File: config.mk
export PLATFORM = sky130hd
export DESIGN_NAME = vdp_elem_counter
export DESIGN_NICKNAME = d
export VERILOG_FILES = /design/src/vdp_pkg.sv /design/src/vdp_elem_counter.sv
export SDC_FILE = /design/constraint.sdc
export NUM_CORES = 1
export LEC_CHECK = 0
export ABC_AREA = 1
export BUFFER_PORTS_ARGS = -buffer_cell sky130_fd_sc_hd__buf_2
export CAP_MARGIN = 20
export CORE_ASPECT_RATIO = 1.1
export CORE_MARGIN = 3
export CORE_UTILIZATION = 39
export CTS_CLUSTER_SIZE = 12
export DETAILED_ROUTE_END_ITERATION = 7
export PLACE_DENSITY = 0.88
export SLEW_MARGIN = 20
export SYNTH_ARGS = -nofsm -noshare
export SYNTH_HDL_FRONTEND = slang
export SYNTH_SLANG_ARGS = --single-unit
File: constraint.sdc
create_clock -name clk_i -period 3.7 [get_ports clk_i]
set_input_delay 0.37 -clock clk_i [delete_from_list [all_inputs] [get_ports clk_i]]
set_output_delay 0.37 -clock clk_i [all_outputs]
set_load 0.005 [all_outputs]
File: src/vdp_pkg.sv
package vdp_pkg;

  // ==========================================================================
  // data widths
  // ==========================================================================

  typedef logic [63:0] word_t;     // element, data word or register value.
  typedef logic [31:0] addr_t;     // byte address on the memory port.
  typedef logic [9:0]  csr_addr_t; // register offset.

  // ==========================================================================
  // register map
  // ==========================================================================

  localparam csr_addr_t CSR_A_PTR   = 10'h000;
  localparam csr_addr_t CSR_B_PTR   = 10'h040;
  localparam csr_addr_t CSR_LEN     = 10'h080;
  localparam csr_addr_t CSR_START   = 10'h0C0;
  localparam csr_addr_t CSR_STATUS  = 10'h100; // read only.
  localparam csr_addr_t CSR_RES_PTR = 10'h140;

  localparam addr_t ELEM_BYTES = 32'd8; // one 64-bit element.

  // ==========================================================================
  // run sequence
  // ==========================================================================

  typedef enum logic [3:0] {
    ST_IDLE,
    ST_WAIT_MEM,
    ST_ISSUE,
    ST_WAIT_RESP,
    ST_CHECK,
    ST_SWITCH_B,
    ST_CAPTURE,
    ST_STORE_WAIT,
    ST_DONE
  } state_e;

endpackage

File: src/vdp_elem_counter.sv
`timescale 1ns/1ps

module vdp_elem_counter
  #(parameter int VEC_LEN = 8,
    localparam int IDX_W  = $clog2(VEC_LEN))
  (
    input  logic             clk_i
  , input  logic             reset_i
  , input  logic             clr_i
  , input  logic             inc_i
  , input  logic             sel_b_i
  , input  logic             st_sel_i

  , input  vdp_pkg::addr_t   a_ptr_i
  , input  vdp_pkg::addr_t   b_ptr_i
  , input  vdp_pkg::addr_t   res_ptr_i
  , input  vdp_pkg::word_t   len_i

  , output logic [IDX_W-1:0] idx_o
  , output logic             last_o
  , output vdp_pkg::addr_t   mem_addr_o
  );

  // one extra bit so the count can reach VEC_LEN.
  logic [IDX_W:0] cnt_q;
  vdp_pkg::addr_t base;

  always_ff @(posedge clk_i) begin
    if (reset_i || clr_i) begin
      cnt_q <= '0;
    end else if (inc_i) begin
      cnt_q <= cnt_q + 1'b1;
    end
  end

  assign idx_o  = cnt_q[IDX_W-1:0];
  assign last_o = vdp_pkg::word_t'(cnt_q) == len_i;

  assign base       = sel_b_i ? b_ptr_i : a_ptr_i;
  assign mem_addr_o = st_sel_i ? res_ptr_i
                               : base + vdp_pkg::addr_t'(cnt_q) * vdp_pkg::ELEM_BYTES;

endmodule

## Yosys cells after proc, flatten, opt, wreduce, memory -nomap -nowiden

Index checks and enable logic that the tools add are counted.
Widths: inputs -> output; s select.

| operators by class | value |
|---|---|
| reductions and logical operators | 1 |
| muxes and demuxes | 2 |
| add/sub/neg operators | 2 |
| eq/ne operators | 1 |

Operators by type and width:

| cell | count |
|---|---|
| $eq 4x64->1 | 1 |
| $mux 32 | 2 |
| $add 32x7->32 | 1 |
| $add 4x1->4 const B | 1 |
| $logic_or 1x1->1 | 1 |

| word-level totals | value |
|---|---|
| register bits | 4 |
| input bits | 166 |
| logic and storage cells | 7 |
| output and inout port bits | 36 |

## Depth between registers and ports, before layout

| logic depth | value |
|---|---|
| depth after elaboration | 3 |
| gate-level depth with buffers | 18 |
| gate-level depth less buffers | 14 |

## Worst setup path before layout

OpenSTA, ideal clock, no wires.

| path | value |
|---|---|
| path type | input port to output port |
| start | input sel_b_i |
| end | output mem_addr_o[31] |
| buffers on the path | 3 |
| setup slack | 714 ps |
| data required time | 3330 ps |
| data arrival time | 2616 ps |
| stages on the path | 15 |
| cells stage by stage | buf_6 buf_2 clkbuf_1 nand2_1 nand2_1 ha_1 inv_1 fa_1 o21ai_0 nand3_4 nor2_4 nand3_1 nand2_1 nand2_1 nand2_1 |

| on the way | value |
|---|---|
| longest elaborated chain between the ends | 3 |

RTL lines:

| element | line | source |
|---|---|---|
| from (decl) | vdp_elem_counter.sv:11 | `, input logic sel_b_i` |
| $mux 32 | vdp_elem_counter.sv:39 | `assign base = sel_b_i ? b_ptr_i : a_ptr_i;` |
| $add 32x7->32 | vdp_elem_counter.sv:41 | `: base + vdp_pkg::addr_t'(cnt_q) * vdp_pkg::ELEM_BYTES;` |
| $mux 32 | vdp_elem_counter.sv:40 | `assign mem_addr_o = st_sel_i ? res_ptr_i` |
| to (decl) | vdp_elem_counter.sv:21 | `, output vdp_pkg::addr_t mem_addr_o` |

No other way between the ends.

## Worst setup path in the final report

Ends and elaborated chain as after synthesis.

==> results.ini <==
[detailed_routing]
via_count = 3744
drt_wl_total_mm = 9.61
antenna_left = 0
wl_per_cell_um = 12.8
drc = 0
drtIter0Drc = 144
firstDrtPassIters = 4
via_per_inst = 4.97

[worst_setup_path]
crit_path_start = sel_b_i
worstSetupPathType = in -> out
r2r_start = cnt_q[1]
worstSetupEndpointType = output pin
critPathLaunchType = primary input
crit_arrival_ps = 2740
crit_fanout = 9
required_ps = 3330

[pwr]
p_sw_share_pct = 43.2
p_per_area_nw_per_um2 = 133
p_clk_share_pct = 21.1
p_int_uw = 254
p_comb_share_pct = 68.8
switchingPower_uw = 193
p_leak_uw = 0.00200
ir_drop_mv = 0.0851
power_frac_seq_pct = 10.2

[grt]
grt_pass1_vias = 3564
grt_max_degree = 37
antenna_found_initial = 1
grt_overflow = 0
grt_util_all_layers_pct = 26.4
grt_pass1_wl_mm = 14.7

[yosys]
seq_area_frac_synth_pct = 3.44
synth_warnings = 0
ys_ff_latch = 4
synth_fp_nets = 660
synth_top_area_cell = nand2_1
synth_cells = 488
syn_area_um2 = 2330
synth_cell_types = 32
yosysTopAreaCellShare_pct = 37.4
synth.avg_cell_area_um2 = 4.77
netlist_top_cells_area = nand2_1 37%, nor2_1 8.4%, inv_1 7.1%, nand3_1 6.7%, nand2_2 4.0%

[cells_and_area]
layout_commonest_cell = nand2_1
final_nets = 852
antenna_cells = 0
reg.largest.list = cnt_q (4)
final_cell_mix = 232 x nand2_1, 201 x buf_2, 52 x nor2_1, 44 x inv_1, 31 x nand3_1
area_growth_pct = 44.6
largest_reg_flops = 4
drive_above_1_share_pct = 36.4
regMostFlops = cnt_q

[floorplanning]
num_io_pins = 202
die_y_um = 87.0
std_cell_rows = 28
coreArea_um2 = 5570
dieArea_um2 = 6930
fp.dieW_um = 79.6
start_util_pct = 41.8

[timing]
finalCriticalPeriod_ps = 3110
fmax_mhz = 321
slew_viol_final = 0
tns_ps = 0
skew_ps = 1.24
tightest_slew_ps = 566
setup_viol = 0
relSlewSlack_pct = 62.2
rsz0062_at_grt = no
post-route-period-util_pct = 84.2
finalWorstSetupSlack_ps = 586
hold_viol_final = 0

[status]
status = finished clean

[clock_tree]
cts.sinks = 4
hold_buffers = 0
clk_path_buf_depth = 2
clock_latency_ps = 220
cts_resized = 0
clock_tree.root_cell = clkbuf_8
cts_max_level = 1
path_clk_slew_ps = 30
cts_buffers = 3
postCtsSetupBuffers = 0
cts_tree = built

[hold_path]
hp-start = clr_i
hold_path_class = in -> reg

[place]
place.gp.congestion = 0.906
pre_cts_slack_ps = 624
io_buffers = 201
hpwlAfterDp_mm = 8.35

[job]
cap_viol_max_count = 0

[critical path, stage by stage]
cell     delay [ps]
buf_2           160
inv_4           110
nand2_1          60
nand2_1          60
ha_1            160
inv_1            60
fa_1            410
o21ai_0         460
nand3_4         230
nor2_4          220
nand3_1         120
nand2_1          90
nand2_1          50
nand2_1          70
buf_2           110
[power groups by stage]
stage          Sequential [µW]  Clock, µW  Combinational (µW)
3_3_place_gp              46.0          0                 301
2_1_floorplan             45.7          0                 163
6_report                  45.5       94.1                 307
5_1_grt                   45.7       99.6                 346
3_5_place_dp              46.1          0                 307
4_1_cts                   45.5       97.8                 308
[stage by stage]
| stage | total power (µW) | util [%] | hold slack, ps | cell area, µm² | cells |
|---|---|---|---|---|---|
| floorplan | 208 | - | 507 | 2330 | 488 |
| global placement | 347 | 59.7 | 527 | 3320 | 750 |
| detailed placement | 353 | 59.7 | 535 | 3320 | 750 |
| CTS | 451 | 60.4 | 457 | 3360 | 753 |
| global route | 491 | 60.4 | 475 | 3360 | 753 |
| finish | 447 | 60.4 | 459 | 3360 | 753 |
[kinds of logic (layout without fill, tap and decap cells)]
family,Yosys count,count (layout),synth area share (%)
DFF,4,4,3.44
and+or+nand+nor,374,374,69.6
AOI/OAI and AO/OA,35,35,8.28
xor gates and xnor gates,5,5,1.88
adders and majority gates,6,6,3.55
buffers and inverters,64,254,13.2
[layer usage]
| layer | routed length [µm] | share of wire (%) | vias up | track usage [%] |
|---|---|---|---|---|
| li1 | - | - | 1908 | - |
| met5 | 13 | 0.14 | - | 0 |
| met2 | 5060 | 53 | 191 | 53.1 |
| met4 | 150 | 1.6 | 2 | 8.28 |
| met1 | 3380 | 35 | 1627 | 26.4 |
| met3 | 1000 | 10 | 16 | 5.38 |
[cell type report]
type | instances | area (µm²)
clock buffer | 3 | 41.3
timing repair buffer | 205 | 1040
tap | 75 | 93.8
multi-input combinational | 420 | 1940
inverter | 46 | 175
sequential | 4 | 80.1
fill | 585 | 2210
[final timing paths]
check	depth (start not counted)	slack [ps]	endpoint
max reg2reg	3	2660	cnt_q[3]
min	3	460	cnt_q[0]
max	15	590	mem_addr_o[31]
min reg2reg	2	540	cnt_q[3]
[cells in the mapped netlist (all sizes together)]
| cell | instances |
|---|---|
| ha | 5 |
| nand2 | 247 |
| dfxtp | 4 |
| o21ai | 17 |
| o21bai | 2 |
| nor3 | 3 |
| nor3b | 1 |
| fa | 1 |
| buf | 13 |
| nor4 | 15 |
| inv | 46 |
| nand4 | 5 |
| nor2 | 64 |
| nand3 | 32 |
| a31oi | 4 |
| a21oi | 12 |
| clkbuf | 5 |
| or2 | 7 |
| xnor2 | 1 |
| xor2 | 4 |
(Power assumes the default switching activity.)
