==> src/vdp_pkg.sv <==
package vdp_pkg;

  // ==========================================================================
  // data widths
  // ==========================================================================

  typedef logic [63:0] word_t;     // element, data word or register value.
  typedef logic [31:0] addr_t;     // byte address on the memory port.
  typedef logic [9:0]  csr_addr_t; // register offset.

  // ==========================================================================
  // register map
  // ==========================================================================

  localparam csr_addr_t CSR_A_PTR   = 10'h000;
  localparam csr_addr_t CSR_B_PTR   = 10'h040;
  localparam csr_addr_t CSR_LEN     = 10'h080;
  localparam csr_addr_t CSR_START   = 10'h0C0;
  localparam csr_addr_t CSR_STATUS  = 10'h100; // read only.
  localparam csr_addr_t CSR_RES_PTR = 10'h140;

  localparam addr_t ELEM_BYTES = 32'd8; // one 64-bit element.

  // ==========================================================================
  // run sequence
  // ==========================================================================

  typedef enum logic [3:0] {
    ST_IDLE,
    ST_WAIT_MEM,
    ST_ISSUE,
    ST_WAIT_RESP,
    ST_CHECK,
    ST_SWITCH_B,
    ST_CAPTURE,
    ST_STORE_WAIT,
    ST_DONE
  } state_e;

endpackage

==> src/vdp_vector_buf.sv <==
`timescale 1ns/1ps

module vdp_vector_buf
  #(parameter int VEC_LEN = 8,
    localparam int IDX_W  = $clog2(VEC_LEN))
  (
    input  logic             clk_i
  , input  logic             reset_i
  , input  logic             wr_i
  , input  logic             clr_i
  , input  logic             sel_b_i

  , input  logic [IDX_W-1:0] idx_i
  , input  vdp_pkg::word_t   data_i

  , output vdp_pkg::word_t   vec_a_o [VEC_LEN]
  , output vdp_pkg::word_t   vec_b_o [VEC_LEN]
  );

  vdp_pkg::word_t vec_a_q [VEC_LEN];
  vdp_pkg::word_t vec_b_q [VEC_LEN];

  // ==========================================================================
  // operand storage
  // ==========================================================================

  // zeroed entries drop out of a shorter run's sum.
  always_ff @(posedge clk_i) begin
    if (reset_i || clr_i) begin
      vec_a_q <= '{default: '0};
      vec_b_q <= '{default: '0};
    end else if (wr_i) begin
      if (sel_b_i) begin
        vec_b_q[idx_i] <= data_i;
      end else begin
        vec_a_q[idx_i] <= data_i;
      end
    end
  end

  assign vec_a_o = vec_a_q;
  assign vec_b_o = vec_b_q;

endmodule

==> config.mk <==
export PLATFORM = sky130hd
export DESIGN_NAME = vdp_vector_buf
export DESIGN_NICKNAME = d
export VERILOG_FILES = /design/src/vdp_pkg.sv /design/src/vdp_vector_buf.sv
export SDC_FILE = /design/constraint.sdc
export NUM_CORES = 2
export LEC_CHECK = 0
export ABC_AREA = 1
export ABC_CLOCK_PERIOD_IN_PS = 1200
export BUFFER_PORTS_ARGS = -buffer_cell sky130_fd_sc_hd__buf_2
export CAP_MARGIN = 20
export CORE_AREA = 4 4 428 430
export DETAILED_ROUTE_END_ITERATION = 12
export DIE_AREA = 0 0 432 434
export GPL_TIMING_DRIVEN = 0
export PLACE_DENSITY_LB_ADDON = 0.05
export SETUP_SLACK_MARGIN = 0.05
export SLEW_MARGIN = 20
export SYNTH_ARGS = -nofsm -noshare
export SYNTH_HDL_FRONTEND = slang
export SYNTH_SLANG_ARGS = --single-unit
==> constraint.sdc <==
create_clock -name clk_i -period 1.2 [get_ports clk_i]
set_input_delay 0.18 -clock clk_i [delete_from_list [all_inputs] [get_ports clk_i]]
set_output_delay 0.18 -clock clk_i [all_outputs]
set_load 0.03 [all_outputs]
======== After elaboration in Yosys (flattened, before gate mapping) ========
Index checks and enable logic that the tools add are counted.
word-level totals
  flip-flop bits (word level) ............. 1,024
  output and inout port bits .............. 1,024
operators by class
  $lt $le $gt $ge ......................... 2
  mux-type cells .......................... 4
  bitwise operators ....................... 2
  reductions and logical operators ........ 4
operators with widths
  kind                  number
  $bwmux W512           2
  $demux W64 S3         1
  $mux W64              1
  $ge A4 B4 Y1 const B  1
  $lt A4 B1 Y1 const B  1
  $not A3 Y4            1
  $reduce_and A2 Y1     2
  $logic_and A1 B1 Y1   1
  $logic_or A1 B1 Y1    1
  $not A1 Y1            1

======== Depth between registers and ports, before layout ========
  depth in word-level cells ............... 6
  depth in mapped cells ................... 9

======== Worst setup path before layout ========
No wires, ideal clock.
  path kind ............................... input-to-reg
  start ................................... in idx_i[1]
  end ..................................... reg vec_a_q, in the netlist vec_a_o[390]
  setup time .............................. 0.113 ns
  arrival time ............................ 1.130 ns
  required time ........................... 1.087 ns
  path slack .............................. -0.043 ns
  cell stages on the path ................. 7
  cells stage by stage .................... buf_4 > nor2_4 > buf_2 > clkbuf_1 > nand4_1 > nand2_1 > nor2_1
between the ends
  longest elaborated chain between the ends .. 6
  elaborated cells between the ends (all ways) .. 7
  classes of those cells .................. order compare: 2; mux: 3; bitwise: 1; reduce/logical: 1
ends and longest elaborated chain
  item                                                                       RTL line              text
  start, declared                                                            vdp_vector_buf.sv:13  , input logic [IDX_W-1:0] idx_i
  $not A3 Y4 (not written as such) (*)                                       vdp_vector_buf.sv:36  vec_a_q[idx_i] <= data_i;
  $ge A4 B4 Y1 (not written as such) / $lt A4 B1 Y1 (equally long branches)  vdp_vector_buf.sv:36
  $logic_and A1 B1 Y1 (not written as such)                                  vdp_vector_buf.sv:36
  $mux W64 (not written as such)                                             vdp_vector_buf.sv:36
  $demux W64 S3 (*)                                                          vdp_vector_buf.sv:36
  $bwmux W512 (*)                                                            vdp_vector_buf.sv:36
  end signal, assigned by index                                              vdp_vector_buf.sv:36
  end, declared                                                              vdp_vector_buf.sv:20  vdp_pkg::word_t vec_a_q [VEC_LEN];
Mark *: on every way between the ends. The rest lies on a longest branch, timed or not.
A chain may end at the register's enable or synchronous reset.

======== Worst setup path after layout ========
  start ................................... reg vec_b_q, in the netlist vec_b_o[267]
  end ..................................... out vec_b_o[267] (netlist name)
RTL lines
  item                             RTL line              text
  start, declared                  vdp_vector_buf.sv:21  vdp_pkg::word_t vec_b_q [VEC_LEN];
  start signal, assigned by index  vdp_vector_buf.sv:34  vec_b_q[idx_i] <= data_i;
  end, declared                    vdp_vector_buf.sv:17  , output vdp_pkg::word_t vec_b_o [VEC_LEN]
No word-level cell between the ends.

==> metrics.log <==
INFO  metric crit_path_end_kind = output pin
INFO  metric timing.hold.worst.class = input pin to flop
INFO  metric yosys_register_bits = 1024
INFO  metric layout.core_utilization = 0.351
INFO  metric filler_cell_count = 19600
INFO  metric clk_pin_slew_worst_paths = 0.06 ns
INFO  metric floorplan.die_area = 187000 µm²
INFO  metric routabilityCongestion = 0.838
INFO  metric wl_per_cell = 24.7 µm
INFO  metric synth_area = 39900 µm²
INFO  metric finalSetupViolations = 1024
INFO  metric multi_input_area = 16400 µm²
INFO  metric cts.sink_count = 1024
INFO  metric rsz0062_at_grt = yes
INFO  metric grt_usage = 0.246
INFO  metric final-hold-violation-count = 0
INFO  metric max-vdd-ir-drop = 1.03 mV
INFO  metric drive_above_1_share = 0.384
INFO  metric final-max-slew-violation-count = 0
INFO  metric antenna_found_initial = 27
INFO  metric total_cts_buffers = 134
INFO  metric post_detail_place_hpwl = 184000 µm
INFO  metric critical-path-slowest-cell = sky130_fd_sc_hd__dfxtp_4
INFO  metric vias = 41800
INFO  metric critical_path_buf_inv_count = 1
INFO  metric critical_path.top_delay_family = flip-flops
INFO  metric whs_path_depth = 6
INFO  metric first_global_vias = 40400
INFO  metric die_w = 432 µm
INFO  metric synthesis.instances = 5820
INFO  metric dp_cells = 9282
INFO  metric drt_first_iter_violations = 2312
INFO  metric max_cap_violation_count = 0
INFO  metric ioPinCount = 1096
INFO  metric run_status = finished with violations
INFO  metric clock_insertion_delay_worst_skew = 0.77 ns
INFO  metric timing.fmax = 657 MHz
INFO  metric syn-num-nets = 5892
INFO  metric maximum_number_of_pins_on_one_net_before_global_route_repair = 17
INFO  metric initial_core_util = 0.222
INFO  metric element_type_at_the_critical_path_start = flop
INFO  metric final_antenna_violating_net_count = 0
INFO  metric finalNonFillerCells = 9702
INFO  metric die_height = 434 µm
INFO  metric failed_checks = setup timing
INFO  metric worst_clock_skew = 0 ns
INFO  metric timing_worst_setup_path_type = flop to output pin
INFO  metric drcViolationCount = 0
INFO  metric ctsHtreeMaxLevel = 4
INFO  metric finish.net_count = 7295
INFO  metric syn-mean-instance-area = 6.85 µm²
INFO  metric timing.slew.headroom = 0.252
INFO  metric gr-total-overflow = 0
INFO  metric tritoncts = done
INFO  metric dr_pass1_iterations = 8
INFO  metric cellLeakagePower = 26.4 nW
INFO  metric timing.critical_path.arrival = 1.34 ns
INFO  metric first_pass_grt_wire_length = 324000 µm
INFO  metric fin_ws = -0.322 ns
INFO  metric place.port_buffers = 1092
INFO  metric coreArea = 180000 µm²
INFO  metric reg2regPathDepth = 3
INFO  metric cp.depth = 1
INFO  metric finalCritPeriodShare = 1.27
INFO  metric layout_min_cycle_time = 1.52 ns
INFO  metric crit_path_cell_trace = buf_8
INFO  metric required = 1.02 ns
INFO  metric timing.setup.tns = -242.71 ns
INFO  metric yosysWarnings = 0
INFO  metric worstMarginPinSlew = 1.12 ns
INFO  metric synth_cell_types = 16
INFO  metric pwr_density_cell = 1310 nW/µm²
INFO  metric area_growth_from_synthesis_to_final_layout = 58.4%
INFO  metric seqCellArea = 22000 µm²
INFO  metric placementRows = 156
INFO  metric wl = 240000 µm
INFO  metric hold_ws = 0.00336 ns
INFO  metric avgViaCountPerCell = 4.31
INFO  metric report.power.total = 82.4 mW
INFO  metric cts_buffer_depth = 3
INFO  metric cts-root-buf = sky130_fd_sc_hd__clkbuf_16
INFO  metric critical-path-max-stage-delay = 0.39 ns
INFO  metric yosysSeqAreaShare = 0.514
INFO  metric worst-path-max-fanout = 2
power breakdown:
part           switching, mW  leakage, nW  internal, mW
registers              0.241         8.80          34.2
clock network           16.6         2.17          24.3
logic                   5.00         15.5          2.02
total                   21.9         26.4          60.5
what timing repair did:
item | 4_1_cts | 5_1_grt
endpoints found under the setup margin | 2044 | 1577
hold endpoints to repair | 299 | 0
gates resized for setup | 3273 | 237
gates cloned | 0 | 1
buffers inserted | 21 | 59
hold buffers | 97 | 0
pin swaps | 0 | 7
stage by stage:
step,worst slack [ns],cell area [µm²]
after global placement,-1.67,48400
after floorplan,0.0137,40000
after CTS,-0.392,62300
final,-0.322,63100
after global routing,-0.372,63100
after detailed placement,-1.69,48400
layout make-up:
class	count	area share
Clock buffer	209	0.0656
Multi-Input combinational cell	4130	0.260
Inverter	198	0.0120
Tap cell	2370	0.0470
Buffer	468	0.0421
Antenna cell	12	0.000476
Timing Repair Buffer	1267	0.221
Sequential cell	1024	0.348
Clock inverter	24	0.00428
cells in the mapped netlist:
cell                       number  area [µm²]
sky130_fd_sc_hd__nor2_1      1996        7490
sky130_fd_sc_hd__buf_6         12         135
sky130_fd_sc_hd__dfxtp_1     1024       20500
sky130_fd_sc_hd__clkbuf_1     104         390
sky130_fd_sc_hd__nand4_1      128         801
sky130_fd_sc_hd__nand2_2        2        12.5
sky130_fd_sc_hd__buf_1         44         165
sky130_fd_sc_hd__nor2_4         7        78.8
sky130_fd_sc_hd__nand3_1      326        1630
sky130_fd_sc_hd__nand2_1     1605        6020
sky130_fd_sc_hd__a21oi_1       64         320
sky130_fd_sc_hd__buf_4          3        22.5
sky130_fd_sc_hd__inv_1        194         728
sky130_fd_sc_hd__nand3_2        2        20.0
sky130_fd_sc_hd__buf_2        305        1530
sky130_fd_sc_hd__inv_2          4        15.0
cells in the final DEF (no fill, tap or decap), types with 89 or more instances in the layout:
| cell type | n |
|---|---|
| sky130_fd_sc_hd__buf_4 | 141 |
| sky130_fd_sc_hd__dfxtp_2 | 952 |
| sky130_fd_sc_hd__nand4_1 | 128 |
| sky130_fd_sc_hd__buf_8 | 123 |
| sky130_fd_sc_hd__buf_2 | 312 |
| sky130_fd_sc_hd__clkbuf_1 | 89 |
| sky130_fd_sc_hd__inv_1 | 188 |
| sky130_fd_sc_hd__nand3_1 | 326 |
| sky130_fd_sc_hd__nor2_1 | 1994 |
| sky130_fd_sc_hd__nand2_1 | 1605 |
| sky130_fd_sc_hd__clkbuf_16 | 140 |
| sky130_fd_sc_hd__dlygate4sd3_1 | 92 |
| sky130_fd_sc_hd__buf_6 | 923 |
cell families (layout without fill, tap and decap cells):
| kind of cell | after synthesis | count (layout) | synth area share |
|---|---|---|---|
| other cells | 0 | 12 | 0 |
| flops | 1024 | 1024 | 0.514 |
| simple gates | 4066 | 4066 | 0.403 |
| buf+inv | 666 | 2166 | 0.0748 |
| compound gates | 64 | 64 | 0.00804 |
sequential cells by signal (all words and copies together) (netlist names):
name     flops
vec_a_o    512
vec_b_o    512
final timing paths:
kind                startpoint            to  slack (ns)
setup / recovery  vec_b_o[267]  vec_b_o[267]       -0.32
hold / removal        idx_i[2]  vec_a_o[501]       0.003
setup reg to reg  vec_a_o[502]  vec_a_o[502]        0.09
hold reg to reg   vec_b_o[165]  vec_b_o[165]        0.48
metal layers:
metal  up-vias  wire length, µm  GRT usage
met5         -               13          0
li1      20500                -          -
met1     19700            93300      0.277
met3       319            15300     0.0617
met4         2            10800      0.104
met2      1202           120000      0.439
Power figures use the tool's default switching activity.
