[config.mk]
export PLATFORM = sky130hd
export DESIGN_NAME = vdp_csr_regs
export DESIGN_NICKNAME = d
export VERILOG_FILES = /design/src/vdp_pkg.sv /design/src/vdp_csr_regs.sv
export SDC_FILE = /design/constraint.sdc
export NUM_CORES = 1
export LEC_CHECK = 0
export ABC_AREA = 1
export BUFFER_PORTS_ARGS = -buffer_cell sky130_fd_sc_hd__buf_2
export CORE_MARGIN = 2
export CORE_UTILIZATION = 40
export CTS_BUF_LIST = sky130_fd_sc_hd__clkbuf_4
export DETAILED_ROUTE_END_ITERATION = 12
export PLACE_DENSITY = 0.65
export SYNTH_ARGS = -nofsm -noshare
export SYNTH_HDL_FRONTEND = slang
export SYNTH_SLANG_ARGS = --single-unit
[constraint.sdc]
create_clock -name clk_i -period 1.6 [get_ports clk_i]
set_input_delay 0.32 -clock clk_i [delete_from_list [all_inputs] [get_ports clk_i]]
set_output_delay 0.32 -clock clk_i [all_outputs]
set_load 0.1 [all_outputs]
[src/vdp_pkg.sv]
package vdp_pkg;

  // ==========================================================================
  // data widths
  // ==========================================================================

  typedef logic [63:0] word_t;     // element, data word or register value.
  typedef logic [31:0] addr_t;     // byte address on the memory port.
  typedef logic [9:0]  csr_addr_t; // register offset.

  // ==========================================================================
  // register map
  // ==========================================================================

  localparam csr_addr_t CSR_A_PTR   = 10'h000;
  localparam csr_addr_t CSR_B_PTR   = 10'h040;
  localparam csr_addr_t CSR_LEN     = 10'h080;
  localparam csr_addr_t CSR_START   = 10'h0C0;
  localparam csr_addr_t CSR_STATUS  = 10'h100; // read only.
  localparam csr_addr_t CSR_RES_PTR = 10'h140;

  localparam addr_t ELEM_BYTES = 32'd8; // one 64-bit element.

  // ==========================================================================
  // run sequence
  // ==========================================================================

  typedef enum logic [3:0] {
    ST_IDLE,
    ST_WAIT_MEM,
    ST_ISSUE,
    ST_WAIT_RESP,
    ST_CHECK,
    ST_SWITCH_B,
    ST_CAPTURE,
    ST_STORE_WAIT,
    ST_DONE
  } state_e;

endpackage

[src/vdp_csr_regs.sv]
`timescale 1ns/1ps

module vdp_csr_regs
  (
    input  logic               clk_i
  , input  logic               reset_i

  , input  logic               csr_we_i
  , input  logic               csr_re_i
  , input  vdp_pkg::csr_addr_t csr_addr_i
  , input  vdp_pkg::word_t     csr_wdata_i
  , output vdp_pkg::word_t     csr_rdata_o
  , output logic               csr_ack_o

  , input  logic               run_done_i
  , input  logic               idle_i

  , output logic               start_o
  , output vdp_pkg::addr_t     a_ptr_o
  , output vdp_pkg::addr_t     b_ptr_o
  , output vdp_pkg::addr_t     res_ptr_o
  , output vdp_pkg::word_t     len_o
  );

  vdp_pkg::addr_t a_ptr_q;
  vdp_pkg::addr_t b_ptr_q;
  vdp_pkg::addr_t res_ptr_q;
  vdp_pkg::word_t len_q;
  logic           start_q;
  vdp_pkg::word_t rdata_q;
  logic           ack_q;
  vdp_pkg::word_t rdata_d;

  // ==========================================================================
  // write decode
  // ==========================================================================

  always_ff @(posedge clk_i) begin
    if (reset_i) begin
      a_ptr_q   <= '0;
      b_ptr_q   <= '0;
      res_ptr_q <= '0;
      len_q     <= '0;
    end else if (csr_we_i) begin
      case (csr_addr_i)
        vdp_pkg::CSR_A_PTR:   a_ptr_q   <= vdp_pkg::addr_t'(csr_wdata_i);
        vdp_pkg::CSR_B_PTR:   b_ptr_q   <= vdp_pkg::addr_t'(csr_wdata_i);
        vdp_pkg::CSR_LEN:     len_q     <= csr_wdata_i;
        vdp_pkg::CSR_RES_PTR: res_ptr_q <= vdp_pkg::addr_t'(csr_wdata_i);
        default: ;                                     // status is read only.
      endcase
    end
  end

  // start arms on any nonzero write, drops when the run ends.
  always_ff @(posedge clk_i) begin
    if (reset_i || run_done_i) begin
      start_q <= 1'b0;
    end else if (csr_we_i && csr_addr_i == vdp_pkg::CSR_START) begin
      start_q <= |csr_wdata_i;
    end
  end

  // ==========================================================================
  // read mux
  // ==========================================================================

  always_comb begin
    case (csr_addr_i)
      vdp_pkg::CSR_A_PTR:   rdata_d = vdp_pkg::word_t'(a_ptr_q);
      vdp_pkg::CSR_B_PTR:   rdata_d = vdp_pkg::word_t'(b_ptr_q);
      vdp_pkg::CSR_LEN:     rdata_d = len_q;
      vdp_pkg::CSR_START:   rdata_d = vdp_pkg::word_t'(start_q);
      vdp_pkg::CSR_STATUS:  rdata_d = vdp_pkg::word_t'(idle_i);
      vdp_pkg::CSR_RES_PTR: rdata_d = vdp_pkg::word_t'(res_ptr_q);
      default:              rdata_d = '0;
    endcase
  end

  always_ff @(posedge clk_i) begin
    if (csr_re_i) begin
      rdata_q <= rdata_d;
    end
  end

  always_ff @(posedge clk_i) begin
    if (reset_i) begin
      ack_q <= 1'b0;
    end else begin
      ack_q <= csr_we_i | csr_re_i;                    // one cycle later.
    end
  end

  assign csr_rdata_o = rdata_q;
  assign csr_ack_o   = ack_q;
  assign start_o     = start_q;
  assign a_ptr_o     = a_ptr_q;
  assign b_ptr_o     = b_ptr_q;
  assign res_ptr_o   = res_ptr_q;
  assign len_o       = len_q;

endmodule

# --- Yosys cells after proc, flatten, opt, wreduce, memory -nomap -nowiden ---
# Cells that the tools add are included.
# W data, S select, Z words.
word_totals:
  out_inout_bits: 226
  ff_bits: 226
classes:
  bitwise: 1
  n_mux: 1
  n_reduce_logical: 8
  eq_ne: 5
op_table:
  columns: ["cell", "count"]
  rows:
  - ["$pmux W64 S6", 1]
  - ["$reduce_or A64 Y1", 1]
  - ["$eq A10 B8 Y1 const B", 2]
  - ["$eq A10 B9 Y1 const B", 2]
  - ["$eq A10 B7 Y1 const B", 1]
  - ["$logic_not A10 Y1", 1]
  - ["$reduce_and A2 Y1", 4]
  - ["$logic_and A1 B1 Y1", 1]
  - ["$logic_or A1 B1 Y1", 1]
  - ["$or A1 B1 Y1", 1]

# --- Logic depth before layout (Yosys ltp) ---
depth:
  depth_word: 2
  ltp_mapped: 8
  ltp_nobuf: 8

# --- Least setup slack after synthesis ---
# Ideal clock, no wire load.
synth_path:
  path_kind: "register to register"
  from: "register start_q (netlist: start_o)"
  to: "register rdata_q[0] (netlist: csr_rdata_o[0]), data pin"
  synth_period_minus_slack_ps: 1445
  required_time_ps: 1470
  stages_incl_launch_ff: 5
  slack_ps: 155
  t_arrival_ps: 1315
  setup_time_ps: 130
  cell_sequence: "dfxtp_1 -> inv_1 -> o21ai_0 -> nor2_1 -> nand2_1"
synth_between:
  elab_chain_len: 1
synth_lines:
  columns: ["item", "line", "text"]
  rows:
  - ["start: declaration", "vdp_csr_regs.sv:29", "logic start_q;"]
  - ["start signal: assignment", "vdp_csr_regs.sv:60", "start_q <= |csr_wdata_i;"]
  - ["$pmux W64 S6", "vdp_csr_regs.sv:69", "case (csr_addr_i)"]
  - ["named net rdata_d[0]", "vdp_csr_regs.sv:32", "vdp_pkg::word_t rdata_d;"]
  - ["end signal: assignment", "vdp_csr_regs.sv:82", "rdata_q <= rdata_d;"]
  - ["end: declaration", "vdp_csr_regs.sv:30", "vdp_pkg::word_t rdata_q;"]
# The timed path passes the listed nets, and every way through them passes these cells.
# A chain may end at the register's enable or synchronous reset.

# --- Final worst setup path ---
layout_path:
  from: "register rdata_q[7] (netlist: csr_rdata_o[7])"
  to: "output csr_rdata_o[7]"
layout_rtl:
  columns: ["item", "line", "text"]
  rows:
  - ["end: declaration", "vdp_csr_regs.sv:12", ", output vdp_pkg::word_t csr_rdata_o"]
# No word-level cell between the ends.

==> flow_metrics.env <==
export IMPL_synth_common_cells="dfxtp_1 (162), a21oi_1 (151), nand3_1 (136)"
export IMPL_p_leak_uw=0.00642
export IMPL_start_util_pct=40.7
export IMPL_fin_ws_ns=-0.0831
export IMPL_overflow=0
export IMPL_fmax_mhz=594
export IMPL_cp_startpoint="csr_rdata_o[7]"
export IMPL_synth_area_leaders="dfxtp_1 (34%), edfxtp_1 (20%), nand4_1 (8.3%)"
export IMPL_clk_pin_slew_ns=0.08
export IMPL_worst_setup_path_end_kind="output port"
export IMPL_syn_nets=1184
export IMPL_cpPeakStageDelay_ns=0.44
export IMPL_ys_ff_latch=226
export IMPL_initialDrtViolationCount=1226
export IMPL_cts_made_buffers=59
export IMPL_netlist_instances=1104
export IMPL_ys_warn_count=0
export IMPL_synth_edf_count=64
export IMPL_die_area_mm2=0.0251
export IMPL_die_h_um=158
export IMPL_post_route_period_util_pct=105
export IMPL_grt_pass1_wl_um=63100
export IMPL_grt_pass1_vias=11312
export IMPL_setup_worst_path_class="flop to output port"
export IMPL_design_area_mm2=0.0170
export IMPL_multi_input_area_mm2=0.00355
export IMPL_root_buffer="clkbuf_4"
export IMPL_power_frac_comb_pct=11.2
export IMPL_wire_per_inst_um=22.1
export IMPL_p_switching_uw=3620
export IMPL_crit_end="csr_rdata_o[7]"
export IMPL_layout_drive_gt1_share_pct=44.1
export IMPL_fin_crit_ns=1.68
export IMPL_gp_congestion=0.844
export IMPL_worstPathRequired_ns=1.28
export IMPL_layout_area_seq_mm2=0.00564
export IMPL_avgSynthCellArea_um2=8.63
export IMPL_netSwitchingFraction_pct=29.0
export IMPL_setup_viol_count_final=37
export IMPL_netlist_area_leader_share_pct=34.0
export IMPL_crit_fanout=1
export IMPL_slew_viol_final=0
export IMPL_drt_vias_per_instance=5.75
export IMPL_drv_cap=0
export IMPL_reg2reg_from="len_o[26]"
export IMPL_yosys_area_top_type="dfxtp_1"
export IMPL_clkPwrFrac_pct=42.4
export IMPL_area_growth_pct=78.0
export IMPL_finClkSkew_ns=0.0517
export IMPL_insertion_delay_ns=0.72
export IMPL_rr_worst_depth=4
export IMPL_outcome="finished, violations left"
export IMPL_setup_tns_ns=-0.914
export IMPL_cp_slowest_cell="edfxtp_1"
export IMPL_htreeDepth=2
export IMPL_tightest_slew_ns=0.537
export IMPL_path_depth=1
export IMPL_cp_arrival_ns=1.36
export IMPL_async_flop_share_pct=0
export IMPL_crit_chain="buf_8"
export IMPL_timing_rr_end="csr_rdata_o[26]"
export IMPL_hold_viol=0
export IMPL_grt_max_degree=66
export IMPL_placed_area_mm2=0.0117
export IMPL_drt_wl_total_um=43000
export IMPL_violations="negative setup slack"
export IMPL_nFillCells=1535
export IMPL_first_pass_iters=7
export IMPL_cts_tree="built"
export IMPL_coreArea_mm2=0.0234
export IMPL_vdd_drop_max_mv=0.670
export IMPL_slew_headroom_pct=64.2
export IMPL_powerDensity_mw_per_mm2=736
export IMPL_vias=11163
export IMPL_dpl_hpwl_um=22600
export IMPL_port_buffers=305
export IMPL_drcViolationCount=0
export IMPL_rows=56
export IMPL_synth_most_common_cell="dfxtp_1"
export IMPL_rsz0062_at_grt="yes"
export IMPL_nets=1649
export IMPL_drtAntennaViolNets=0
export IMPL_synthesis_area_mm2=0.00953
export IMPL_synth_seq_area_share_pct=54.2
export IMPL_p_int_uw=8860
export IMPL_clkSinkCount=226
export IMPL_antenna_found_initial=2
export IMPL_worstSetupStartpointType="flop"
export IMPL_synthDistinctLibCells=28
export IMPL_clockBufferDepth=3
export IMPL_grt_use_total_pct=32.6
export IMPL_pre_cts_ws_ns=-0.111
export IMPL_fp_dieW_um=158
export IMPL_cp_top_family="flip-flops"
export IMPL_hold_path_class="input port to flop"
export IMPL_reg2reg_slack_ns=0.51
export IMPL_ys_flop_type="dfxtp_1"
export IMPL_finalPower_uw=12500
export IMPL_pwr_share_seq_pct=46.3
export IMPL_crit_buf_inv=1
export IMPL_pin_count=306
==> final cells by class <==
cell class | count | area share (%)
Antenna cell | 2 | 0.0295
Clock buffer | 81 | 3.59
Multi-Input combinational cell | 704 | 21.0
Sequential cell | 226 | 33.2
Inverter | 74 | 1.64
Clock inverter | 31 | 1.02
Tap cell | 319 | 2.35
Timing Repair Buffer | 504 | 37.2
==> registers in the layout (all words and copies together) (netlist names) <==
name	count
csr_rdata_o	64
len_o	64
a_ptr_o	32
b_ptr_o	32
res_ptr_o	32
csr_ack_o	1
start_o	1
==> power by group through the flow <==
| stage | combinational, uW | clock [uW] | sequential (uW) |
|---|---|---|---|
| after global placement | 1140 | 0 | 6070 |
| after floorplan | 250 | 0 | 6520 |
| after CTS | 1350 | 5250 | 5840 |
| after detailed placement | 1140 | 0 | 6070 |
| after global routing | 1450 | 5630 | 5780 |
| final | 1400 | 5290 | 5780 |
==> layout by cell type (no fill, tap or decap) <==
cell,count
buf_6,63
buf_12,184
buf_8,1
nor2_8,1
nand2_1,123
edfxtp_1,64
buf_2,76
a21oi_1,151
or2_2,1
clkinv_2,3
nor2_1,78
dfxtp_4,107
nand4_1,127
nand2_2,1
bufinv_16,2
nand3_1,133
nand2_4,1
clkbuf_4,81
dlygate4sd3_1,66
diode_2,2
o21ai_0,42
nand3_4,1
inv_2,3
nor2_4,4
inv_1,72
clkinv_1,25
nor3_1,1
nand3_2,4
nor2_2,3
o21ai_1,23
buf_4,114
dfxtp_2,55
a21oi_2,10
==> per-stage QoR <==
stage | hold WS [ns] | utilization (%) | instances
detailed placement | 0.452 | 49.9 | 1690
floorplan | 0.432 | - | 1104
global route | 0.0399 | 72.5 | 1941
finish | 0.0469 | 72.5 | 1941
global placement | 0.445 | 49.9 | 1690
CTS | 0.00946 | 71.5 | 1924
==> worst min path at each step <==
stage | from | to | depth (start not counted)
detailed placement | len_o[0] | len_o[0] | 2
floorplan | csr_re_i | csr_rdata_o[0] | 0
global placement | len_o[4] | len_o[4] | 2
finish | idle_i | csr_rdata_o[0] | 5
global route | idle_i | csr_rdata_o[0] | 5
CTS | idle_i | csr_rdata_o[0] | 5
==> cells by family after synthesis <==
kind of cell           Yosys count  share of synthesized area [%]
buffers and inverters          174                           8.79
DFF                            226                           54.2
and+or+nand+nor                478                           24.7
AOI/OAI and AO/OA              226                           12.3
==> what timing repair did <==
item                                   CTS  global route
setup endpoints to repair              226           187
endpoints found under the hold margin  167             0
buffers inserted                        56            15
resized for setup                      999            43
pin swaps                                0             0
hold buffers                            66             0
==> tightest hold or removal path, cell delays in order <==
cell and delay (ns):
buf_2 0.08, nand3_1 0.06, nand2_1 0.07, nor2_1 0.04, nand2_1 0.06
==> routing by layer <==
| layer | share of wire [%] | wire length (um) | vias up | GRT usage, % |
|---|---|---|---|---|
| met4 | 5.1 | 2190 | 0 | 16.4 |
| met1 | 36 | 15300 | 5254 | 37.8 |
| li1 | - | - | 4856 | - |
| met5 | 0 | 0 | - | 0 |
| met2 | 48 | 20700 | 850 | 55.1 |
| met3 | 11 | 4800 | 203 | 9.53 |
Note: power is estimated with default switching activity, not from simulation.
