[config.mk]
export PLATFORM = sky130hd
export DESIGN_NAME = vdp_ctrl_fsm
export DESIGN_NICKNAME = d
export VERILOG_FILES = /design/src/vdp_pkg.sv /design/src/vdp_ctrl_fsm.sv
export SDC_FILE = /design/constraint.sdc
export NUM_CORES = 1
export LEC_CHECK = 0
export BUFFER_PORTS_ARGS = -buffer_cell sky130_fd_sc_hd__buf_2
export CAP_MARGIN = 25
export CORE_MARGIN = 2
export CORE_UTILIZATION = 28
export CTS_CLUSTER_SIZE = 10
export DETAILED_ROUTE_END_ITERATION = 7
export PLACE_DENSITY = 0.49
export RECOVER_POWER = 100
export SLEW_MARGIN = 20
export SYNTH_ARGS = -nofsm -noshare
export SYNTH_HDL_FRONTEND = slang
export SYNTH_SLANG_ARGS = --single-unit
[constraint.sdc]
create_clock -name clk_i -period 1.4 [get_ports clk_i]
set_clock_uncertainty 0.15 [all_clocks]
set_input_delay 0.07 -clock clk_i [delete_from_list [all_inputs] [get_ports clk_i]]
set_output_delay 0.07 -clock clk_i [all_outputs]
set_load 0.1 [all_outputs]
[src/vdp_pkg.sv]
package vdp_pkg;

  // ==========================================================================
  // data widths
  // ==========================================================================

  typedef logic [63:0] word_t;     // element, data word or register value.
  typedef logic [31:0] addr_t;     // byte address on the memory port.
  typedef logic [9:0]  csr_addr_t; // register offset.

  // ==========================================================================
  // register map
  // ==========================================================================

  localparam csr_addr_t CSR_A_PTR   = 10'h000;
  localparam csr_addr_t CSR_B_PTR   = 10'h040;
  localparam csr_addr_t CSR_LEN     = 10'h080;
  localparam csr_addr_t CSR_START   = 10'h0C0;
  localparam csr_addr_t CSR_STATUS  = 10'h100; // read only.
  localparam csr_addr_t CSR_RES_PTR = 10'h140;

  localparam addr_t ELEM_BYTES = 32'd8; // one 64-bit element.

  // ==========================================================================
  // run sequence
  // ==========================================================================

  typedef enum logic [3:0] {
    ST_IDLE,
    ST_WAIT_MEM,
    ST_ISSUE,
    ST_WAIT_RESP,
    ST_CHECK,
    ST_SWITCH_B,
    ST_CAPTURE,
    ST_STORE_WAIT,
    ST_DONE
  } state_e;

endpackage

[src/vdp_ctrl_fsm.sv]
`timescale 1ns/1ps

module vdp_ctrl_fsm
  (
    input  logic clk_i
  , input  logic reset_i
  , input  logic start_i
  , input  logic last_i

  , input  logic mem_ready_i
  , input  logic mem_rvalid_i

  , output logic mem_req_o
  , output logic mem_we_o
  , output logic cnt_clr_o
  , output logic cnt_inc_o
  , output logic sel_b_o
  , output logic st_sel_o
  , output logic buf_wr_o
  , output logic buf_clr_o
  , output logic res_cap_o
  , output logic run_done_o
  , output logic idle_o
  );

  vdp_pkg::state_e state_q;
  vdp_pkg::state_e state_d;
  logic            sel_b_q;  // fetching vector b.
  logic            st_sel_q; // result store phase.

  always_ff @(posedge clk_i) begin
    if (reset_i) begin
      state_q <= vdp_pkg::ST_IDLE;
    end else begin
      state_q <= state_d;
    end
  end

  always_ff @(posedge clk_i) begin
    if (reset_i || state_q == vdp_pkg::ST_DONE) begin
      sel_b_q  <= 1'b0;
      st_sel_q <= 1'b0;
    end else begin
      if (state_q == vdp_pkg::ST_SWITCH_B) sel_b_q <= 1'b1;
      if (state_q == vdp_pkg::ST_CAPTURE)  st_sel_q <= 1'b1;
    end
  end

  // ==========================================================================
  // next state and strobes
  // ==========================================================================

  always_comb begin
    state_d    = state_q;
    mem_req_o  = 1'b0;
    cnt_clr_o  = 1'b0;
    cnt_inc_o  = 1'b0;
    buf_wr_o   = 1'b0;
    buf_clr_o  = 1'b0;
    res_cap_o  = 1'b0;
    run_done_o = 1'b0;
    case (state_q)
      vdp_pkg::ST_IDLE: begin
        if (start_i) begin
          cnt_clr_o = 1'b1;
          state_d   = vdp_pkg::ST_WAIT_MEM;
        end
      end
      vdp_pkg::ST_WAIT_MEM: begin
        if (mem_ready_i) state_d = vdp_pkg::ST_ISSUE;
      end
      vdp_pkg::ST_ISSUE: begin
        // ready may have dropped since the last cycle.
        if (mem_ready_i) begin
          mem_req_o = 1'b1;
          state_d   = st_sel_q ? vdp_pkg::ST_STORE_WAIT : vdp_pkg::ST_WAIT_RESP;
        end else begin
          state_d = vdp_pkg::ST_WAIT_MEM;
        end
      end
      vdp_pkg::ST_WAIT_RESP: begin
        if (mem_rvalid_i) begin
          buf_wr_o  = 1'b1;                            // at the old index.
          cnt_inc_o = 1'b1;
          state_d   = vdp_pkg::ST_CHECK;
        end
      end
      vdp_pkg::ST_CHECK: begin
        if (!last_i) begin
          state_d = vdp_pkg::ST_WAIT_MEM;
        end else begin
          state_d = sel_b_q ? vdp_pkg::ST_CAPTURE : vdp_pkg::ST_SWITCH_B;
        end
      end
      vdp_pkg::ST_SWITCH_B: begin
        cnt_clr_o = 1'b1;
        state_d   = vdp_pkg::ST_WAIT_MEM;
      end
      vdp_pkg::ST_CAPTURE: begin
        res_cap_o = 1'b1;                              // both vectors loaded.
        state_d   = vdp_pkg::ST_WAIT_MEM;
      end
      vdp_pkg::ST_STORE_WAIT: begin
        if (mem_rvalid_i) begin
          run_done_o = 1'b1;
          buf_clr_o  = 1'b1;
          state_d    = vdp_pkg::ST_DONE;
        end
      end
      vdp_pkg::ST_DONE: state_d = vdp_pkg::ST_IDLE;
      default:          state_d = vdp_pkg::ST_IDLE;
    endcase
  end

  assign mem_we_o = mem_req_o & st_sel_q;
  assign sel_b_o  = sel_b_q;
  assign st_sel_o = st_sel_q;
  // busy as soon as start is seen.
  assign idle_o   = (state_q == vdp_pkg::ST_IDLE && !start_i) ||
                    state_q == vdp_pkg::ST_DONE;

endmodule

; After elaboration in Yosys (flattened, before gate mapping)
; Index checks and enable logic that the tools add are counted.
[word_totals]
output_inout_bits = 11
elab_cells = 40
inputBits = 6
ff_bits = 6
[classes]
eq_ne = 12
reduce_logical = 7
mux = 17
bitwise = 1
[ops]
columns = cell, n
row1 = $pmux W4 S7, 1
row2 = $eq A4 B3 Y1 const B, 4
row3 = $mux W4, 4
row4 = $mux W3, 3
row5 = $eq A4 B2 Y1 const B, 2
row6 = $ne A2 B2 Y1 const B, 4
row7 = $mux W1, 7
row8 = $eq A4 B1 Y1 const B, 1
row9 = $eq A4 B4 Y1 const B, 1
row10 = $logic_not A4 Y1, 1
row11 = $reduce_and A4 Y1, 1
row12 = $logic_or A1 B1 Y1, 2
row13 = $mux W2, 1
row14 = $pmux W1 S2, 1
row15 = $reduce_or A2 Y1, 1
row16 = $and A1 B1 Y1, 1
row17 = $logic_and A1 B1 Y1, 1
row18 = $logic_not A1 Y1, 1

; Longest topological paths before layout
; Gate-level depths: netlist (run 1).
[depth]
depth_word = 3
depth_mapped = 5
depth_no_buf = 4

; Worst setup path after synthesis (run 1)
; OpenSTA, ideal clock, no wires.
[synth_path]
kind = register -> output
from = reg state_q[0]
to = out cnt_inc_o
path_stages_with_launch = 5
n_path_buf = 2
t_arrival_ns = 3.298
slack_ns = -2.118
cell_sequence = dfxtp_1 -> buf_2 -> nand3_1 -> nor3_1 -> buf_4
[synth_via]
elab_chain_cells = 2
[synth_rtl]
columns = item, line_no
row1 = start: declaration, vdp_ctrl_fsm.sv:26  ; vdp_pkg::state_e state_q;
row2 = start signal: assignment, vdp_ctrl_fsm.sv:33  ; state_q <= vdp_pkg::ST_IDLE;
row3 = start signal: assignment, vdp_ctrl_fsm.sv:35  ; state_q <= state_d;
row4 = $eq A4 B2 Y1, --
row5 = $mux W1, --
row6 = end: declaration, vdp_ctrl_fsm.sv:16  ; , output logic cnt_inc_o
; No other way between the ends.

; Worst setup path after layout (run 1)
[layout_path]
from = reg state_q[1]
to = out idle_o
[layout_via]
elab_chain_cells = 3
word_cells_on_any_way = 4
cone_classes = 1 x eq/ne / 3 x reduce/logical
[layout_rtl]
columns = item, line_no
row1 = $logic_not A4 Y1, vdp_ctrl_fsm.sv:119  ; assign idle_o = (state_q == vdp_pkg::ST_IDLE && !start_i) ||
row2 = $logic_and A1 B1 Y1, vdp_ctrl_fsm.sv:119
row3 = $logic_or A1 B1 Y1 *, vdp_ctrl_fsm.sv:119
row4 = end: declaration, vdp_ctrl_fsm.sv:23  ; , output logic idle_o
; Mark *: on every way between the ends. The rest lies on a longest branch, timed or not.

==> results of run 1 <==
[per-layer routing]
layer | vias to the layer above | part of all wire | track usage
li1 | 283 | - | -
met1 | 250 | 0.40 | 0.182
met5 | - | 0 | 0
met4 | 0 | 0.039 | 0.109
met2 | 14 | 0.51 | 0.238
met3 | 7 | 0.049 | 0.0375
[logic make-up (layout without fill, tap and decap cells)]
kind of cell	count (synthesis)	after routing	share of synthesized area
compound gates	16	16	0.217
buf+inv	8	40	0.107
flops	6	6	0.270
simple gates	30	30	0.383
mux	1	1	0.0225
[sequential cells by signal, indices dropped and copies added, names as in the netlist]
name and cells:
state_q 4, st_sel_o 1, sel_b_o 1
[layout make-up]
type / instances / area, sq um
tap: 16 / 20.0
sequential: 6 / 133
timing repair buffer: 35 / 379
inverter: 2 / 7.51
fill: 122 / 564
clock buffer: 3 / 22.5
multi-input combinational: 47 / 363
[worst paths after layout]
kind | to
setup reg to reg | state_q[1]$_SDFFE_PP0P_
hold reg to reg | st_sel_o$_SDFFE_PP0P_
setup / recovery | idle_o
hold / removal | state_q[1]$_SDFFE_PP0P_
[metrics by stage]
stage / worst slack [ns] / std cells / utilization / cell area [sq um] / setup TNS, ns
2_1_floorplan: -0.669 / 61 / - / 561 / -3.51
3_3_place_gp: 0.0166 / 99 / 0.543 / 808 / 0
3_5_place_dp: -0.00247 / 99 / 0.543 / 808 / -0.00247
4_1_cts: -0.188 / 104 / 0.576 / 857 / -1.48
5_1_grt: -0.213 / 109 / 0.621 / 925 / -1.70
6_report: -0.162 / 109 / 0.621 / 925 / -1.06
[Yosys cell counts]
master / number / area (sq um)
nor2_1: 8 / 30.0
dfxtp_1: 6 / 120
a21oi_1: 5 / 25.0
o21ai_1: 5 / 25.0
buf_4: 4 / 30.0
nand2_1: 4 / 15.0
nor3_1: 4 / 20.0
nand3_1: 3 / 15.0
a2bb2oi_1: 2 / 17.5
and2_1: 2 / 12.5
buf_2: 2 / 10.0
nor3_2: 2 / 20.0
nor3b_1: 2 / 15.0
o21ai_0: 2 / 10.0
or3_1: 2 / 12.5
a211oi_2: 1 / 12.5
inv_1: 1 / 3.75
inv_2: 1 / 3.75
mux2i_1: 1 / 10.0
nand2b_4: 1 / 13.8
nand3b_1: 1 / 7.51
nor4b_1: 1 / 8.76
o22ai_1: 1 / 6.26
[power by group through the flow]
stage          Combinational [uW]  Clock, uW  Sequential [uW]
4_1_cts                       244        170              187
3_5_place_dp                  238          0              190
5_1_grt                       272        176              187
2_1_floorplan                 156          0              189
6_report                      260        163              185
3_3_place_gp                  239          0              190
[what timing repair did]
action	CTS	global route
buffers inserted	0	5
pin swaps	2	7
gates resized for setup	3	10
endpoints found under the setup margin	11	12
hold buffers	2	1
hold endpoints to repair	4	1
[worst min-delay path: cells and delay by family]
family | cells | cell delay, ns
simple gates | 2 | 0.12
buf+inv | 1 | 0.11
compound gates | 1 | 0.05
==> flow_summary.yaml, run 1 <==
status:
  status: "finished, violations left"
  violations: "negative hold slack, negative setup slack"
routing:
  firstDrtPassIters: 4
  drt-initial-drc-count: 8
  wl_per_cell_um: 12.7
  drcViolationCount: 0
  vias_per_cell: 5.08
  routed_wl_mm: 1.38
  antenna_left: 0
  vias: 554
power:
  p_total_uw: 609
  clkPwrFrac: 0.268
  pwr-share-seq: 0.305
  swShare: 0.364
  p_leak_uw: 0.000364
  power_frac_comb: 0.427
  pwr_density_cell_nw_per_um2: 658
  power.switching_uw: 221
  ir_drop_mv: 0.603
  p_int_uw: 387
setup_path:
  start_kind: "flop"
  slowest_stage: "or3_4"
  worst-r2r-setup-slack_ns: 0.01
  arrival_ns: 1.34
  crit_chain: "or3_4 > a21oi_4 > buf_12"
  cp_top_family: "simple AND/OR/NAND/NOR gates"
  r2r_start: "state_q[1]$_SDFFE_PP0P_"
  crit_cells: 3
  critPathRequiredTime_ns: 1.18
  worstPathMaxFanout: 6
  crit_buf_inv: 1
  worstSetupPathType: "reg -> out"
  startpoint: "state_q[1]$_SDFFE_PP0P_"
  cp_slowest_stage_delay_ns: 0.40
  ff2ff_path_depth: 5
  endpoint_kind: "output pin"
cts:
  clockBufferDepth: 2
  cts-htree-levels: 1
  root_buffer: "clkbuf_4"
  cts_buffers: 3
  cts_sinks: 6
  clock_latency_ns: 0.25
  clk_pin_slew_ns: 0.04
  cts_tree: "built"
timing:
  rsz0062_at_grt: "true"
  drv_slew: 0
  post-route-period-util: 1.12
  relSlewSlack: 0.680
  min_period_ns: 1.56
  tightest_slew_ns: 0.484
  fmax_mhz: 640
  setup_viol: 9
  hold_viol: 2
  hold_slack_ns: -0.00715
  setup_ws_ns: -0.162
yosys:
  yosysSeqAreaShare: 0.270
  ys_ff_latch: 6
  synth_cells: 61
  syn_avg_cell_area_sq_um: 7.28
  yosys_warnings: 0
  synth.distinct_cells: 23
  syn-cell-area_sq_um: 444
  syn_nets: 67
die:
  start_util: 0.298
  core_area_sq_um: 1490
  die_h_um: 43.8
  rows: 14
  io_pins: 17
  die_area_sq_um: 1920
  die_x_um: 43.8
global_route:
  grt-ovfl-total: 0
  grt_max_degree: 10
  grt_pass1_wl_mm: 2.06
  grt_pass1_vias: 473
  antenna_found_initial: 0
  track_usage: 0.153
place:
  post-dp-hpwl_um: 998
  portBuffers: 16
  gp_congestion: 0.884
layout:
  drive_above_1_share: 0.613
  diodes: 0
  final_cell_mix: "buf_4 (12), buf_12 (9), nor2_1 (7), buf_2 (7), o21ai_1 (5)"
  syn2layout_area_growth_pct: 108
  fin_nets: 101
  final_common_cell: "buf_4"
run:
  drv_cap: 0
min_path:
  hold_start: "reset_i"
  min_path_type: "in -> reg"
  hold_depth: 4
No activity file was read; power rests on OpenSTA's default activity.
==> run 2: changes to the inputs <==
--- a/config.mk
+++ b/config.mk
@@ -8,10 +8,10 @@
 export BUFFER_PORTS_ARGS = -buffer_cell sky130_fd_sc_hd__buf_2
 export CAP_MARGIN = 25
 export CORE_MARGIN = 2
-export CORE_UTILIZATION = 28
+export CORE_UTILIZATION = 31
 export CTS_CLUSTER_SIZE = 10
 export DETAILED_ROUTE_END_ITERATION = 7
-export PLACE_DENSITY = 0.49
+export PLACE_DENSITY = 0.54
 export RECOVER_POWER = 100
 export SLEW_MARGIN = 20
 export SYNTH_ARGS = -nofsm -noshare
==> run 2 against run 1 <==
  * The run still ends with negative hold slack, negative setup slack left
  * Wire length shrank 1.1%
  * Non-clock buffer count is the same
  * Clock power shrank 9.8%
  * Sequential share of layout area shrank 0.52 points
  * Critical path type unchanged
  * Largest cell class is now multi-input gates
  * Largest power group unchanged
==> flow_summary.yaml, run 2 (synthesized netlist as in run 1, its figures left out) <==
routing:
  routed_wl_mm: 1.37
  wl_per_cell_um: 12.7
  drt-initial-drc-count: 9
  antenna_left: 0
  firstDrtPassIters: 4
  vias_per_cell: 5.31
  vias: 573
  drcViolationCount: 0
cts:
  cts_sinks: 6
  cts_buffers: 3
  cts_tree: "built"
  clk_pin_slew_ns: 0.04
  clockBufferDepth: 2
  cts-htree-levels: 1
  clock_latency_ns: 0.24
  root_buffer: "clkbuf_4"
timing:
  min_period_ns: 1.56
  relSlewSlack: 0.642
  setup_viol: 9
  fmax_mhz: 643
  drv_slew: 0
  hold_viol: 2
  tightest_slew_ns: 0.539
  rsz0062_at_grt: "true"
  setup_ws_ns: -0.156
  hold_slack_ns: -0.00990
  post-route-period-util: 1.11
power:
  pwr_density_cell_nw_per_um2: 630
  p_leak_uw: 0.000372
  ir_drop_mv: 0.706
die:
  die_h_um: 41.9
  die_x_um: 41.9
  io_pins: 17
  rows: 13
  die_area_sq_um: 1750
  core_area_sq_um: 1320
  start_util: 0.337
setup_path:
  worstPathMaxFanout: 4
  start_kind: "flop"
  arrival_ns: 1.34
  worst-r2r-setup-slack_ns: 0.05
  cp_slowest_stage_delay_ns: 0.33
  crit_chain: "buf_4 > nor3b_2 > a21oi_2 > nor3_4 > buf_12"
  worstSetupPathType: "reg -> out"
  critPathRequiredTime_ns: 1.18
  slowest_stage: "dfxtp_2"
  endpoint_kind: "output pin"
global_route:
  antenna_found_initial: 0
  track_usage: 0.163
  grt_max_degree: 10
  grt-ovfl-total: 0
  grt_pass1_wl_mm: 2.14
  grt_pass1_vias: 524
layout:
  syn2layout_area_growth_pct: 116
  fillers: 102
  fin_nets: 101
  fin_cells: 108
  final_cell_mix: "buf_4 (12), buf_12 (10), nor2_1 (6), o21ai_1 (5), buf_2 (5)"
  utilization: 0.728
  registers.top_by_ff_count: "state_q"
  final_common_cell: "buf_4"
  largest_reg_flops: 4
  diodes: 0
  drive_above_1_share: 0.688
status:
  violations: "negative hold slack, negative setup slack"
  status: "finished, violations left"
run:
  drv_cap: 0
place:
  post-dp-hpwl_um: 992
  placedCellCount: 97
  portBuffers: 16
  gp_congestion: 0.821
min_path:
  min_path_type: "in -> reg"
## run 2: timing repair
item	4_1_cts	5_1_grt
endpoints found under the hold margin	4	0
resized for setup	9	8
hold buffers	2	0
endpoints found under the setup margin	10	12
cloned	0	0
pin swaps	4	7
setup buffers	7	1
## run 2: path summary, 6_finish.rpt
path	startpoint	endpoint	cells after the start
min reg2reg	sel_b_o$_SDFFE_PP0P_	sel_b_o$_SDFFE_PP0P_	2
max	state_q[0]$_SDFFE_PP0P_	cnt_clr_o	5
min	reset_i	state_q[2]$_SDFFE_PP0P_	4
max reg2reg	state_q[0]$_SDFFE_PP0P_	state_q[1]$_SDFFE_PP0P_	5
## run 2: where the power goes
part	leakage, uW	switching [uW]	total [uW]	internal [uW]
clock network	0.0000138	51.1	147	96.2
registers	0.0000521	10.9	188	177
logic	0.000306	151	269	118
total	0.000372	213	604	391
## run 2: routing by layer
metal | track usage | vias to the layer above | share of wire
met4 | 0.123 | 0 | 0.018
met1 | 0.181 | 272 | 0.40
met5 | 0 | - | 0
li1 | - | 280 | -
met2 | 0.269 | 17 | 0.54
met3 | 0.0348 | 4 | 0.042
## run 2: per-stage QoR
step                hold WS [ns]  setup slack, ns  area (sq um)  setup TNS (ns)  power (uW)
floorplan                -0.0183           -0.669           561           -3.51         345
global placement           0.167          -0.0203           812         -0.0203         429
detailed placement         0.172         0.000271           812               0         431
CTS                       0.0845           -0.170           931          -0.903         601
global route              0.0209           -0.218           960           -1.46         638
finish                  -0.00990           -0.156           960          -0.887         604
## run 2: final cells by class
type / count / area [sq um] / share of cell area
Tap cell: 15 / 18.8 / 0.0196
Timing Repair Buffer: 35 / 388 / 0.404
Multi-Input combinational cell: 47 / 390 / 0.407
Inverter: 2 / 7.51 / 0.00782
Clock buffer: 3 / 22.5 / 0.0235
Sequential cell: 6 / 133 / 0.138
## run 2: worst max-delay path, delay by kind of cell (launching register included)
family,cells,cell delay (ns)
compound gates,1,0.07
flops,1,0.33
simple gates,2,0.36
buf+inv,2,0.36
